--- config.mk ---
export PLATFORM = sky130hd
export DESIGN_NAME = i2c_master_top
export DESIGN_NICKNAME = d
export VERILOG_FILES = /design/src/hw/i2c_pkg.sv /design/src/hw/i2c_master_top.sv /design/src/hw/i2c_byte_ctl.sv /design/src/hw/i2c_bit_ctl.sv
export SDC_FILE = /design/constraint.sdc
export NUM_CORES = 1
export LEC_CHECK = 0
export ABC_AREA = 1
export BUFFER_PORTS_ARGS = -buffer_cell sky130_fd_sc_hd__buf_2
export CAP_MARGIN = 20
export CORE_MARGIN = 2
export CORE_UTILIZATION = 45
export DETAILED_ROUTE_END_ITERATION = 16
export GPL_TIMING_DRIVEN = 1
export PLACE_DENSITY_LB_ADDON = 0.15
export SYNTH_ARGS = -nofsm -noshare
export SYNTH_HDL_FRONTEND = slang
export SYNTH_SLANG_ARGS = --single-unit
export TNS_END_PERCENT = 30
--- constraint.sdc ---
create_clock -name sysclk -period 1.5 [get_ports sysclk]
set_clock_uncertainty 0.1 [all_clocks]
set_input_delay 0.15 -clock sysclk [delete_from_list [all_inputs] [get_ports sysclk]]
set_output_delay 0.15 -clock sysclk [all_outputs]
set_load 0.005 [all_outputs]
--- src/hw/i2c_pkg.sv ---
package i2c_pkg;

    typedef logic [15:0] prescale_t;   // sysclk cycles per scl period
    typedef logic [7:0]  i2c_byte_t;
    typedef logic [2:0]  bit_cnt_t;    // data bit index

    localparam prescale_t prescale_reset = 16'd192;

    typedef enum logic [2:0] {
        cmd_idle,
        cmd_start,
        cmd_stop,
        cmd_write,
        cmd_read,
        cmd_restart
    } bit_cmd_e;

    typedef enum logic [4:0] {
        bit_idle,
        bit_start_a, bit_start_b, bit_start_c, bit_start_d, bit_start_e,
        bit_stop_a, bit_stop_b, bit_stop_c, bit_stop_d,
        bit_read_a, bit_read_b, bit_read_c, bit_read_d,
        bit_write_a, bit_write_b, bit_write_c, bit_write_d,
        bit_restart_a, bit_restart_b, bit_restart_c, bit_restart_d
    } bit_state_e;

    typedef enum logic [2:0] {
        byte_idle,
        byte_start,
        byte_shift,
        byte_ack,
        byte_stop,
        byte_done
    } byte_state_e;

    typedef struct packed {
        logic      start;
        logic      stop;
        logic      read;
        logic      write;
        logic      ack_in;    // master ack after a read byte
        i2c_byte_t txd;
    } byte_cmd_t;

    typedef struct packed {
        logic      ack_out;
        i2c_byte_t rxd;
        logic      busy;
        logic      arblost;
    } byte_status_t;

endpackage
--- src/hw/i2c_master_top.sv ---
`timescale 1ns/1ps

module i2c_master_top import i2c_pkg::*; (
    input  logic         sysclk,
    input  logic         nReset,
    input  logic         enable,
    input  prescale_t    prescale,
    input  byte_cmd_t    cmd,
    output logic         done,
    output byte_status_t status,
    input  logic         scl_i,
    output logic         scl_o,
    output logic         scl_oen,
    input  logic         sda_i,
    output logic         sda_o,
    output logic         sda_oen
);

bit_cmd_e bit_cmd;
logic     bit_din;
logic     bit_ack;
logic     bit_dout;
logic     busy;
logic     arblost;

i2c_byte_ctl u_byte_ctl (
    .sysclk   (sysclk),
    .nReset   (nReset),
    .enable   (enable),
    .cmd      (cmd),
    .bit_ack  (bit_ack),
    .bit_dout (bit_dout),
    .busy     (busy),
    .arblost  (arblost),
    .done     (done),
    .status   (status),
    .bit_cmd  (bit_cmd),
    .bit_din  (bit_din)
);

i2c_bit_ctl u_bit_ctl (
    .sysclk   (sysclk),
    .nReset   (nReset),
    .enable   (enable),
    .prescale (prescale),
    .bit_cmd  (bit_cmd),
    .bit_din  (bit_din),
    .bit_ack  (bit_ack),
    .bit_dout (bit_dout),
    .busy     (busy),
    .arblost  (arblost),
    .scl_i    (scl_i),
    .scl_o    (scl_o),
    .scl_oen  (scl_oen),
    .sda_i    (sda_i),
    .sda_o    (sda_o),
    .sda_oen  (sda_oen)
);

endmodule

--- src/hw/i2c_byte_ctl.sv ---
`timescale 1ns/1ps

module i2c_byte_ctl import i2c_pkg::*; (
    input  logic         sysclk,
    input  logic         nReset,
    input  logic         enable,
    input  byte_cmd_t    cmd,
    input  logic         bit_ack,
    input  logic         bit_dout,
    input  logic         busy,
    input  logic         arblost,
    output logic         done,
    output byte_status_t status,
    output bit_cmd_e     bit_cmd,
    output logic         bit_din
);

byte_state_e state;
i2c_byte_t   sr;          // txd out, rxd in
bit_cnt_t    bit_cnt;
logic        ack_out;
bit_cmd_e    data_cmd;
logic        active;

assign data_cmd = cmd.read ? cmd_read : cmd_write;
assign active   = (state == byte_start) || (state == byte_shift) ||
                  (state == byte_ack) || (state == byte_stop);

// ack slot of a read sends the host's ack bit
assign bit_din = (state == byte_ack) ? cmd.ack_in : sr[7];

assign status = '{ack_out: ack_out, rxd: sr, busy: busy, arblost: arblost};

always_ff @(posedge sysclk)
begin
    if (state == byte_idle)
        sr <= cmd.txd;
    else if (state == byte_shift && bit_ack)
        sr <= {sr[6:0], bit_dout};    // msb first
    if (state == byte_ack && bit_ack)
        ack_out <= bit_dout;
end

always_ff @(posedge sysclk or negedge nReset)
begin
    if (!nReset)
    begin
        state   <= byte_idle;
        bit_cmd <= cmd_idle;
        bit_cnt <= '0;
        done    <= 1'b0;
    end
    else if (!enable)
    begin
        state   <= byte_idle;
        bit_cmd <= cmd_idle;
        bit_cnt <= '0;
        done    <= 1'b0;
    end
    else if (arblost && active)
    begin
        state   <= byte_done;   // abort, report through status
        bit_cmd <= cmd_idle;
        done    <= 1'b1;
    end
    else
    begin
        done <= 1'b0;
        case (state)
            byte_idle:
            begin
                bit_cnt <= '1;
                if (cmd.start)
                begin
                    state   <= byte_start;
                    bit_cmd <= busy ? cmd_restart : cmd_start;
                end
                else if (cmd.read || cmd.write)
                begin
                    state   <= byte_shift;
                    bit_cmd <= data_cmd;
                end
                else if (cmd.stop)
                begin
                    state   <= byte_stop;
                    bit_cmd <= cmd_stop;
                end
            end
            byte_start:
            begin
                if (bit_ack)
                begin
                    if (cmd.read || cmd.write)
                    begin
                        state   <= byte_shift;
                        bit_cmd <= data_cmd;
                    end
                    else if (cmd.stop)
                    begin
                        state   <= byte_stop;
                        bit_cmd <= cmd_stop;
                    end
                    else
                    begin
                        state   <= byte_done;
                        bit_cmd <= cmd_idle;
                        done    <= 1'b1;
                    end
                end
            end
            byte_shift:
            begin
                if (bit_ack && bit_cnt == '0)
                begin
                    state   <= byte_ack;
                    bit_cmd <= cmd.read ? cmd_write : cmd_read;  // ack goes the other way
                end
                else if (bit_ack)
                    bit_cnt <= bit_cnt - 1'b1;
            end
            byte_ack:
            begin
                if (bit_ack && cmd.stop)
                begin
                    state   <= byte_stop;
                    bit_cmd <= cmd_stop;
                end
                else if (bit_ack)
                begin
                    state   <= byte_done;
                    bit_cmd <= cmd_idle;
                    done    <= 1'b1;
                end
            end
            byte_stop:
            begin
                if (bit_ack)
                begin
                    state   <= byte_done;
                    bit_cmd <= cmd_idle;
                    done    <= 1'b1;
                end
            end
            byte_done:
                state <= byte_idle;     // host swaps cmd here
            default:
                state <= byte_idle;
        endcase
    end
end

endmodule

--- src/hw/i2c_bit_ctl.sv ---
`timescale 1ns/1ps

module i2c_bit_ctl import i2c_pkg::*; (
    input  logic      sysclk,
    input  logic      nReset,
    input  logic      enable,
    input  prescale_t prescale,
    input  bit_cmd_e  bit_cmd,
    input  logic      bit_din,
    output logic      bit_ack,
    output logic      bit_dout,
    output logic      busy,
    output logic      arblost,
    input  logic      scl_i,
    output logic      scl_o,
    output logic      scl_oen,
    input  logic      sda_i,
    output logic      sda_o,
    output logic      sda_oen
);

bit_state_e state;
prescale_t  cnt;
logic       clk_en;
logic       sda_chk;       // master drives data, compare bus
logic [1:0] scl_sync;
logic [1:0] sda_sync;
logic       sda_d;
logic       scl_s;
logic       sda_s;
logic       sta_det;
logic       sto_det;
logic       al_det;

assign scl_s   = scl_sync[1];
assign sda_s   = sda_sync[1];
assign sta_det = scl_s & sda_d & ~sda_s;    // sda falls, scl high
assign sto_det = scl_s & ~sda_d & sda_s;
assign al_det  = sda_chk & sda_oen & ~sda_s;

assign scl_o = 1'b0;   // open drain
assign sda_o = 1'b0;

always_ff @(posedge sysclk or negedge nReset)
begin
    if (!nReset)
    begin
        cnt    <= prescale_reset;
        clk_en <= 1'b1;
    end
    else if (!enable)
    begin
        cnt    <= prescale >> 2;
        clk_en <= 1'b1;
    end
    else if (cnt == '0)
    begin
        cnt    <= (state == bit_idle) ? (prescale >> 4) : (prescale >> 2);
        clk_en <= 1'b1;
    end
    else
    begin
        cnt    <= cnt - 1'b1;
        clk_en <= 1'b0;
    end
end

always_ff @(posedge sysclk or negedge nReset)
begin
    if (!nReset)
    begin
        scl_sync <= 2'b11;
        sda_sync <= 2'b11;
        sda_d    <= 1'b1;
    end
    else
    begin
        scl_sync <= {scl_sync[0], scl_i};
        sda_sync <= {sda_sync[0], sda_i};
        sda_d    <= sda_sync[1];
    end
end

// sample in the middle of scl high
always_ff @(posedge sysclk)
begin
    if (clk_en && (state == bit_read_c || state == bit_write_c))
        bit_dout <= sda_s;
end

always_ff @(posedge sysclk or negedge nReset)
begin
    if (!nReset)
    begin
        state   <= bit_idle;
        scl_oen <= 1'b1;
        sda_oen <= 1'b1;
        sda_chk <= 1'b0;
        bit_ack <= 1'b0;
        busy    <= 1'b0;
        arblost <= 1'b0;
    end
    else if (!enable)
    begin
        state   <= bit_idle;
        scl_oen <= 1'b1;
        sda_oen <= 1'b1;
        sda_chk <= 1'b0;
        bit_ack <= 1'b0;
        busy    <= 1'b0;
        arblost <= 1'b0;
    end
    else
    begin
        bit_ack <= 1'b0;
        if (sta_det)
            busy <= 1'b1;
        else if (sto_det)
            busy <= 1'b0;

        if (al_det)
        begin
            arblost <= 1'b1;    // held until enable drops
            state   <= bit_idle;
            scl_oen <= 1'b1;
            sda_oen <= 1'b1;
            sda_chk <= 1'b0;
        end
        else if (clk_en)
        begin
            sda_chk <= 1'b0;
            case (state)
                bit_idle:
                begin
                    if (!bit_ack && !arblost)   // old cmd still up during ack
                    begin
                        case (bit_cmd)
                            cmd_start:   state <= bit_start_a;
                            cmd_stop:    state <= bit_stop_a;
                            cmd_write:   state <= bit_write_a;
                            cmd_read:    state <= bit_read_a;
                            cmd_restart: state <= bit_restart_a;
                            default:     state <= bit_idle;
                        endcase
                    end
                end
                bit_start_a:
                begin
                    state   <= bit_start_b;
                    sda_oen <= 1'b1;
                end
                bit_start_b:
                begin
                    state   <= bit_start_c;
                    scl_oen <= 1'b1;
                    sda_oen <= 1'b1;
                end
                bit_start_c:
                begin
                    state   <= bit_start_d;
                    sda_oen <= 1'b0;    // start condition
                end
                bit_start_d:
                    state <= bit_start_e;
                bit_start_e:
                begin
                    state   <= bit_idle;
                    scl_oen <= 1'b0;
                    bit_ack <= 1'b1;
                end
                bit_stop_a:
                begin
                    state   <= bit_stop_b;
                    scl_oen <= 1'b0;
                    sda_oen <= 1'b0;
                end
                bit_stop_b:
                begin
                    state   <= bit_stop_c;
                    scl_oen <= 1'b1;
                end
                bit_stop_c:
                begin
                    state   <= bit_stop_d;
                    sda_oen <= 1'b1;    // stop condition
                end
                bit_stop_d:
                begin
                    state   <= bit_idle;
                    bit_ack <= 1'b1;
                end
                bit_read_a:
                begin
                    state   <= bit_read_b;
                    scl_oen <= 1'b0;
                    sda_oen <= 1'b1;
                end
                bit_read_b:
                begin
                    state   <= bit_read_c;
                    scl_oen <= 1'b1;
                end
                bit_read_c:
                    state <= bit_read_d;
                bit_read_d:
                begin
                    state   <= bit_idle;
                    scl_oen <= 1'b0;
                    bit_ack <= 1'b1;
                end
                bit_write_a:
                begin
                    state   <= bit_write_b;
                    scl_oen <= 1'b0;
                    sda_oen <= bit_din;
                end
                bit_write_b:
                begin
                    state   <= bit_write_c;
                    scl_oen <= 1'b1;
                end
                bit_write_c:
                begin
                    state   <= bit_write_d;
                    sda_chk <= 1'b1;
                end
                bit_write_d:
                begin
                    state   <= bit_idle;
                    scl_oen <= 1'b0;
                    bit_ack <= 1'b1;
                end
                bit_restart_a:
                begin
                    state   <= bit_restart_b;
                    scl_oen <= 1'b0;
                    sda_oen <= 1'b1;
                end
                bit_restart_b:
                begin
                    state   <= bit_restart_c;
                    scl_oen <= 1'b1;
                end
                bit_restart_c:
                begin
                    state   <= bit_restart_d;
                    sda_oen <= 1'b0;    // repeated start
                end
                bit_restart_d:
                begin
                    state   <= bit_idle;
                    scl_oen <= 1'b0;
                    bit_ack <= 1'b1;
                end
                default:
                    state <= bit_idle;
            endcase
        end
    end
end

endmodule

======== Word level (Yosys, flattened, before mapping) ========
Cells that the tools add are included.
word-level totals
  bits in registers ....................... 53
  bits in latches ......................... 0
  bits in writable memories ............... 0
  bits in read-only memories .............. 0
  input port bits ......................... 34
  output and inout port bits .............. 16
  logic and storage cells ................. 178
  memories kept ........................... 0
cells by class
  add/subtract/negate cells ............... 2
  $mul .................................... 0
  div/mod/pow operators ................... 0
  magnitude comparators ................... 0
  equal/unequal tests ..................... 44
  shift operators ......................... 0
  multiplexer cells ....................... 75
  bitwise logic cells ..................... 8
  reduce and logical (&&, ||, !) cells .... 30
operators by type and width
  cell                                                 number
  one-hot mux 5 bit (17 select lines)                  1
  two-way mux 3 bit                                    27
  == test 5 x 4 -> 1 bit (second input constant)       8
  two-way mux 16 bit                                   2
  == test 5 bit (second input constant)                6
  two-way mux 1 bit                                    30
  one-hot mux 3 bit (5 select lines)                   2
  one-hot mux 5 bit (5 select lines)                   1
  == test 5 x 3 -> 1 bit (second input constant)       4
  two-way mux 5 bit                                    4
  logical NOT 16 bit                                   1
  two-way mux 8 bit                                    2
  subtractor 16 x 1 -> 16 bit (second input constant)  1
  OR reduction 5 bit                                   3
  two-way mux 14 bit                                   1
  == test 3 x 2 -> 1 bit (second input constant)       4
  != test 4 x 3 -> 1 bit (second input constant)       3
  == test 5 x 2 -> 1 bit (second input constant)       2
  == test 3 bit (second input constant)                3
  != test 3 x 1 -> 1 bit (second input constant)       3
  AND reduction 4 bit                                  2
  OR reduction 8 bit                                   1
  logical AND 1 bit                                    7
  != test 7 x 1 -> 1 bit (second input constant)       1
  other kinds (24)                                     40

======== Logic depth before layout (Yosys ltp) ========
Gate-level depths: netlist of the first run.
  depth after elaboration ................. 7
  gate-level depth with buffers ........... 11
  depth with buffers taken out ............ 10

======== Modules after synthesis ========
Synthesis of the first run repeated with hierarchy kept, for this count alone.
second synthesis, totals
  cells, all modules ...................... 570
  area total of the unflattened synthesis .. 3789.9 sq um
by module, submodules not included
  module        times used  cells an instance  area each (sq um)  seq. area each (sq um)
  i2c_bit_ctl   1           372                2399.8             868.3
  i2c_byte_ctl  1           198                1390.1             520.5

======== Worst setup path before layout of the first run ========
OpenSTA, ideal clock, no wires.
  path kind ............................... register -> register
  from .................................... reg u_byte_ctl.state[0]
  to ...................................... reg u_byte_ctl.bit_cnt[0]
  setup time .............................. 132 ps
  data arrival time ....................... 1399 ps
  required time ........................... 1268 ps
  setup slack ............................. -130 ps
  cell stages (with the launch flop) ...... 8
  buffers on the path ..................... 1
  period minus slack after synthesis ...... 1630 ps
  cell sequence ........................... dfrtp_1 > buf_6 > inv_1 > nand3_1 > o21ai_2 > nand3_2 > o21ai_1 > nor2_1
on the way
  word-level cells in the longest chain between the ends .. 7
  elaborated cells between the ends (all ways) .. 17
  those cells by class .................... eq/ne (8); mux (3); reduce/logical (6)
ends and longest elaborated chain
  what                                                              RTL line                                text
  from (decl)                                                       i2c_byte_ctl.sv:18                      byte_state_e state;
  from (signal assigned)                                            i2c_byte_ctl.sv:48                      state <= byte_idle;
  from (signal assigned)                                            i2c_byte_ctl.sv:55                      state <= byte_idle;
  from (signal assigned)                                            i2c_byte_ctl.sv:62                      state <= byte_done;
  == test 3 x 1 -> 1 bit or == test 3 x 2 -> 1 bit (tied branches)  i2c_byte_ctl.sv:26, i2c_byte_ctl.sv:69
  logical OR 1 bit (2 in a row)                                     i2c_byte_ctl.sv:26                      assign active = (state == byte_start) || (state == byte_shift) ||
  logical OR 1 bit                                                  i2c_byte_ctl.sv:27                      (state == byte_ack) || (state == byte_stop);
  logical AND 1 bit                                                 i2c_byte_ctl.sv:60                      else if (arblost && active)
  != test 2 bit (no line)                                           --
  AND reduction 4 bit (no line)                                     --
  to (signal assigned)                                              i2c_byte_ctl.sv:119                     bit_cnt <= bit_cnt - 1'b1;
  to (decl)                                                         i2c_byte_ctl.sv:20                      bit_cnt_t bit_cnt;
Several ways; a longest one is shown, not always the timed one. The select of a mux whose other input is x is not followed.
A chain may end at the register's enable or synchronous reset.

======== Worst setup path in the final report of the first run ========
  from .................................... reg u_bit_ctl.state[0]
  to ...................................... reg u_bit_ctl.cnt[0]
on the way
  word-level cells in the longest chain between the ends .. 4
ends and longest elaborated chain
  what                    RTL line            text
  from (decl)             i2c_bit_ctl.sv:22   bit_state_e state;
  from (signal assigned)  i2c_bit_ctl.sv:95   state <= bit_idle;
  from (signal assigned)  i2c_bit_ctl.sv:105  state <= bit_idle;
  from (signal assigned)  i2c_bit_ctl.sv:124  state <= bit_idle;
  logical NOT 5 bit       i2c_bit_ctl.sv:58   cnt <= (state == bit_idle) ? (prescale >> 4) : (prescale >> 2);
  two-way mux 14 bit      i2c_bit_ctl.sv:58
  two-way mux 16 bit      i2c_bit_ctl.sv:56   else if (cnt == '0)
  two-way mux 16 bit      i2c_bit_ctl.sv:51   else if (!enable)
  to (signal assigned)    i2c_bit_ctl.sv:53   cnt <= prescale >> 2;
  to (signal assigned)    i2c_bit_ctl.sv:58
  to (signal assigned)    i2c_bit_ctl.sv:63   cnt <= cnt - 1'b1;
  to (decl)               i2c_bit_ctl.sv:23   prescale_t cnt;
No other way between the ends.

==> impl_metrics.toml, run 1 <==
[drt]
drt-pass1-iter-count = 5
via_per_inst = 4.95
via_count = 3938
avgRoutedWirePerCell_um = 13.1
antenna_left = 0
drc = 0
drt_iter0_markers = 190
drt_wl_total_um = 10400

[clock_network]
cts-root-buf = "clkbuf_8"
cts_htree_levels = 2
worstSkewPairLatency_ps = 310
cts_tree = "yes"
clockBufferDepth = 2
cts.reportedPaths.clkPinSlew_ps = 100
cts_buffers = 5
cts_sinks = 53

[cells_and_area]
diodes = 0
fin_nets = 727
fin_util_pct = 63.8
drive_gt1_share_pct = 35.5
syn_to_final_growth_pct = 38.8

[pwr]
irDropWorstVdd_mv = 1.32
finalPower_mw = 8.34
switchingPower_mw = 3.70
clock_power_share_pct = 11.7
power_frac_seq_pct = 27.7
power_density_mw_per_mm2 = 1610
p_int_mw = 4.64
switching_share_pct = 44.4
power_frac_comb_pct = 60.6
p_leak_nw = 2.73

[synthesis]
synthesis.area_mm2 = 0.00374
seq_area_frac_synth_pct = 37.1
synth-seq-cells = 53
ys_warn_count = 0
synth-edff-count = 10
synthDistinctLibCells = 39
synthFlopType = "dfrtp_1"
postSynthAreaPerCell_um2 = 6.82
postSynthCellCount = 548
async_flop_share_pct = 81.1

[timing]
min_period_over_period_pct = 107
finalHoldViolCount = 0
period_minus_slack_ps = 1600
setup_slack_ps = -105
finalSetupTns_ps = -1410
rsz0062_at_grt = "true"
max_freq_mhz = 623
slew_violations = 0
setup_violations = 24

[floorplanning]
die_x_um = 95.2
start_util_pct = 46.0
ios = 50
die_area_mm2 = 0.00906
die_y_um = 95.2
row_count = 33
core_area_mm2 = 0.00813

[setup_path]
critPathMaxFanout = 6
worst-path-buf-inv = 1
max_stage_delay_ps = 480
crit_chain = "nor2_4 -> nand3_4 -> buf_6 -> nand2_1 -> nand2_2 -> nand2_4 -> o21ai_1 -> nand2_1 -> nand2_1"
critPathRequiredTime_ps = 1610
path_common_cell = "nand2_1"
crit_type = "reg -> reg"
cp-end-kind = "flop"
crit_arrival_ps = 1720
slowest_stage = "dfrtp_2"
critPathTopFamily = "simple AND/OR/NAND/NOR gates"
worstSetupStartpointType = "flop"

[run_status]
status = "finished with violations"
violations = "setup timing"

[grt]
antenna_found_initial = 0
grt_pass1_wl_um = 16600
grt_usage_pct = 23.3
overflow = 0
grt_max_degree = 44
first_global_vias = 3667

[placement]
dp_hpwl_um = 7630
portBuffers = 45
gp_congestion = 0.923

[hold_path]
worstHoldPathType = "in -> reg"

[flow_run]
drv_cap = 0
metrics by stage:
step	worst slack, ps	hold WS (ps)	std cells	area (um^2)
4_1_cts	-70.8	1.39	792	5030
5_1_grt	-210	4.34	796	5190
3_5_place_dp	-155	47.3	760	4590
2_1_floorplan	3.36	-246	549	3760
3_3_place_gp	-104	44.8	760	4590
6_report	-105	4.53	796	5190
final cells by class:
class / count / area, um^2
Clock buffer: 5 / 68.8
Tap cell: 105 / 131
Timing Repair Buffer: 148 / 1110
Fill cell: 739 / 2940
Inverter: 60 / 235
Sequential cell: 53 / 1400
Multi-Input combinational cell: 422 / 2200
Clock inverter: 3 / 41.3
sequential cells by signal (all words and copies together) (netlist names):
register            flops
u_bit_ctl.sda_oen       1
u_bit_ctl.cnt          16
u_byte_ctl.bit_cmd      3
u_bit_ctl.scl_sync      2
u_byte_ctl.state        3
u_byte_ctl.done         1
u_bit_ctl.clk_en        1
u_bit_ctl.arblost       1
u_bit_ctl.sda_chk       1
u_bit_ctl.sda_sync      2
u_bit_ctl.scl_oen       1
u_byte_ctl.bit_cnt      3
u_bit_ctl.state         5
u_byte_ctl.ack_out      1
u_bit_ctl.busy          1
u_bit_ctl.bit_dout      1
u_bit_ctl.sda_d         1
u_bit_ctl.bit_ack       1
u_byte_ctl.sr           8
Yosys cell counts, types with 9 or more instances:
library cell  instances  area share, %
nand2_1             205             21
a21oi_1              13            1.7
nor2_1               58            5.8
o21ai_1              16            2.1
dfstp_2              10            7.0
o21ai_0              21            2.8
edfxtp_1             10            8.0
inv_1                52            5.2
nand3_1              37            5.0
dfrtp_1              33             22
nand4_1               9            1.5
worst register-to-register path, cell delays in order (launching register included):
cell and delay [ps]:
dfrtp_2 480, nor2_4 190, nand3_4 170, buf_6 190, nand2_1 80, nand2_2 70
nand2_4 60, o21ai_1 60, nand2_1 60, nand2_1 60
worst paths after layout:
path / slack, ps / depth (start not counted) / from / to
max: -100 / 9 / u_bit_ctl.state[0]$_DFFE_PN0P_ / u_bit_ctl.cnt[0]$_DFF_PN0_
min: 5 / 3 / cmd[3] / u_byte_ctl.sr[3]$_DFFE_PP_
max reg2reg: -100 / 9 / u_bit_ctl.state[0]$_DFFE_PN0P_ / u_bit_ctl.cnt[0]$_DFF_PN0_
min reg2reg: 270 / 0 / u_bit_ctl.scl_sync[0]$_DFF_PN1_ / u_bit_ctl.scl_sync[1]$_DFF_PN1_
max in group asynchronous: 780 / 3 / nReset / u_bit_ctl.sda_oen$_DFFE_PN1P_
min in group asynchronous: 240 / 3 / nReset / u_bit_ctl.cnt[10]$_DFF_PN0_
power by group through the flow:
stage / clock network [mW] / registers [mW] / logic, mW
2_1_floorplan: 0 / 2.22 / 2.84
3_3_place_gp: 0 / 2.28 / 4.35
3_5_place_dp: 0 / 2.29 / 4.39
4_1_cts: 0.997 / 2.29 / 4.82
5_1_grt: 1.06 / 2.36 / 5.59
6_report: 0.975 / 2.31 / 5.05
routing by layer:
layer | part of all wire, % | wire length [um] | GRT usage (%)
met3 | 5.3 | 553 | 2.77
met1 | 45 | 4660 | 31.4
met4 | 1.1 | 111 | 5.92
met2 | 49 | 5120 | 40.0
met5 | 0 | 0 | 0
cell families (layout without fill, tap and decap cells):
logic type      count (synthesis)  in the layout  synth area share (%)
other cells                     1              2                 0.100
xor+xnor                        9              9                  2.11
flops                          53             53                  37.1
simple gates                  349            350                  41.8
fa+ha+maj                       3              3                  1.00
compound gates                 58             58                  8.53
buf+inv                        75            216                  9.37
cells in the final DEF (no fill, tap or decap), types with 6 or more instances in the layout:
cell / instances
nand3_2: 9
nor3_1: 6
o21ai_2: 7
nand2_2: 13
dfrtp_1: 26
buf_2: 45
buf_4: 78
dlygate4sd3_1: 16
o21ai_1: 17
nor2_4: 8
nand3_1: 32
inv_2: 15
o21ai_0: 17
inv_1: 43
nor2_2: 16
nand4_1: 9
nand2_1: 195
dfrtp_2: 7
dfstp_2: 10
edfxtp_1: 10
a21oi_1: 13
nor2_1: 45
what timing repair did:
item | CTS | global route
endpoints found under the setup margin | 42 | 46
endpoints found under the hold margin | 58 | 0
setup buffers | 7 | 3
resized for setup | 33 | 38
hold buffers | 16 | 0
cloned | 1 | 1
pin swaps | 7 | 12
Note: power is estimated with default switching activity, not from simulation.
==> run 2, diff against run 1 <==
- PLACE_DENSITY: not set -> 0.76
- PLACE_DENSITY_LB_ADDON: 0.15 -> not set
==> run 2 against run 1 <==
Against the previous run:
- the flow still finishes with violations (setup timing)
- critical path depth grew 2
- non-clock buffer count is 6 lower
- design area fell by 1.3%
- clock power decreased by 16%
- clock-buffer cell count increased by 1
- sequential share of layout area rose by 0.34 points
==> impl_metrics.toml, run 2 (synthesized netlist as in run 1, its figures left out) <==
[cells_and_area]
reg_top3 = "u_bit_ctl.cnt (16), u_byte_ctl.sr (8), u_bit_ctl.state (5)"
diodes = 0
largest_reg_flops = 16
n_fill_cell = 674
final-seq-area_mm2 = 0.00140
multi_input_area_mm2 = 0.00221
fin_nets = 720
final_cell_mix = "nand2_1, buf_4, nor2_1"
drive_gt1_share_pct = 34.9
top_register = "u_bit_ctl.cnt"
syn_to_final_growth_pct = 37.0
layout_commonest_cell = "nand2_1"

[clock_network]
cts_htree_levels = 2
clockBufferDepth = 2
cts-root-buf = "clkbuf_8"
worstSkewPairLatency_ps = 310
cts.reportedPaths.clkPinSlew_ps = 100
cts_tree = "yes"
cts_buffers = 5
cts_sinks = 53

[setup_path]
r2r_slack_ps = -240
crit_arrival_ps = 1890
r2r-start = "u_bit_ctl.cnt[0]$_DFF_PN0_"
critPathRequiredTime_ps = 1650
crit_start = "u_bit_ctl.cnt[0]$_DFF_PN0_"
worstSetupStartpointType = "flop"
critPathMaxFanout = 5
crit_type = "reg -> reg"
ff2ff_path_depth = 11
r2r-end = "u_bit_ctl.cnt[1]$_DFF_PN0_"
cp-end-kind = "flop"
crit_end = "u_bit_ctl.cnt[1]$_DFF_PN0_"

[grt]
grt_pass1_wl_um = 16800
grt_usage_pct = 23.6
overflow = 0
first_global_vias = 3793
antenna_found_initial = 0
grt_max_degree = 44

[floorplanning]
die_y_um = 95.2
ios = 50
die_area_mm2 = 0.00906
start_util_pct = 46.0
core_area_mm2 = 0.00813
row_count = 33
die_x_um = 95.2

[timing]
holdWs_ps = 7.39
slew_violations = 0
max_freq_mhz = 575
setup_slack_ps = -238
setup_violations = 26
rsz0062_at_grt = "true"
min_period_over_period_pct = 116
period_minus_slack_ps = 1740
finalHoldViolCount = 0
finalSetupTns_ps = -2940

[drt]
drc = 0
drt_wl_total_um = 10600
avgRoutedWirePerCell_um = 13.4
drt_iter0_markers = 187
via_count = 3980
drt-pass1-iter-count = 5
via_per_inst = 5.04
antenna_left = 0

[placement]
gp_congestion = 0.916
dp_hpwl_um = 7690
dp_slack_ps = -160
portBuffers = 45

[flow_run]
drv_cap = 0

[pwr]
switchingPower_mw = 3.71
power_density_mw_per_mm2 = 1570
p_leak_nw = 2.69
p_int_mw = 4.33
finalPower_mw = 8.03
power_frac_seq_pct = 28.8
switching_share_pct = 46.2
power_frac_comb_pct = 61.0
clock_power_share_pct = 10.2
irDropWorstVdd_mv = 1.05

[run_status]
status = "finished with violations"
violations = "setup timing"

[hold_path]
worstHoldPathType = "in -> reg"
hp-start = "cmd[1]"
-- run 2: critical path: stages, from the launching register on --
cell and delay [ps]:
dfrtp_1 410, inv_2 80, ha_4 150, nand2_4 70
nor2_4 160, inv_2 80, nor2_8 170, clkbuf_16 180
nand2_4 40, o21ai_1 90, nand2_1 80, nand2_1 70
-- run 2: area by class of cell --
cell class              count  area share, %
clock buffers               6           1.42
clock inverters             2          0.293
inverters                  60           4.54
multi-input cells         421           43.2
flip-flops and latches     53           27.3
well taps                 105           2.56
repair buffers            142           20.7
-- run 2: timing repair --
item | CTS | global route
resized for setup | 26 | 50
hold endpoints to repair | 57 | 0
cloned | 0 | 1
setup buffers | 2 | 4
pin swaps | 1 | 24
hold buffers | 15 | 0
endpoints found under the setup margin | 42 | 44
-- run 2: power by group through the flow --
| stage | Clock (mW) | Combinational, mW | Sequential (mW) |
|---|---|---|---|
| floorplan | 0 | 2.84 | 2.22 |
| global placement | 0 | 4.29 | 2.25 |
| detailed placement | 0 | 4.37 | 2.29 |
| CTS | 0.836 | 4.52 | 2.28 |
| global route | 0.897 | 5.44 | 2.35 |
| finish | 0.816 | 4.90 | 2.31 |
-- run 2: through the flow --
step                      instances  utilization (%)  area, um^2
after floorplan                 549                -        3760
after global placement          759             56.4        4590
after detailed placement        759             56.4        4590
after CTS                       784             60.4        4910
after global routing            789             63.0        5120
final                           789             63.0        5120
-- run 2: metal layers --
layer	wire length, um	GRT usage [%]
met1	4550	30.1
met2	5250	41.8
met3	559	2.61
met4	249	7.25
met5	0	0
-- run 2: how the worst min path moves through the flow --
stage          slack, ps                             to  depth (start not counted)
2_1_floorplan       -250  u_bit_ctl.arblost$_DFFE_PN0P_                          0
3_3_place_gp          40     u_bit_ctl.cnt[9]$_DFF_PN0_                          2
3_5_place_dp          50    u_bit_ctl.cnt[10]$_DFF_PN0_                          2
4_1_cts                6     u_byte_ctl.sr[1]$_DFFE_PP_                          3
5_1_grt                3     u_byte_ctl.sr[7]$_DFFE_PP_                          3
6_report               7     u_byte_ctl.sr[1]$_DFFE_PP_                          3
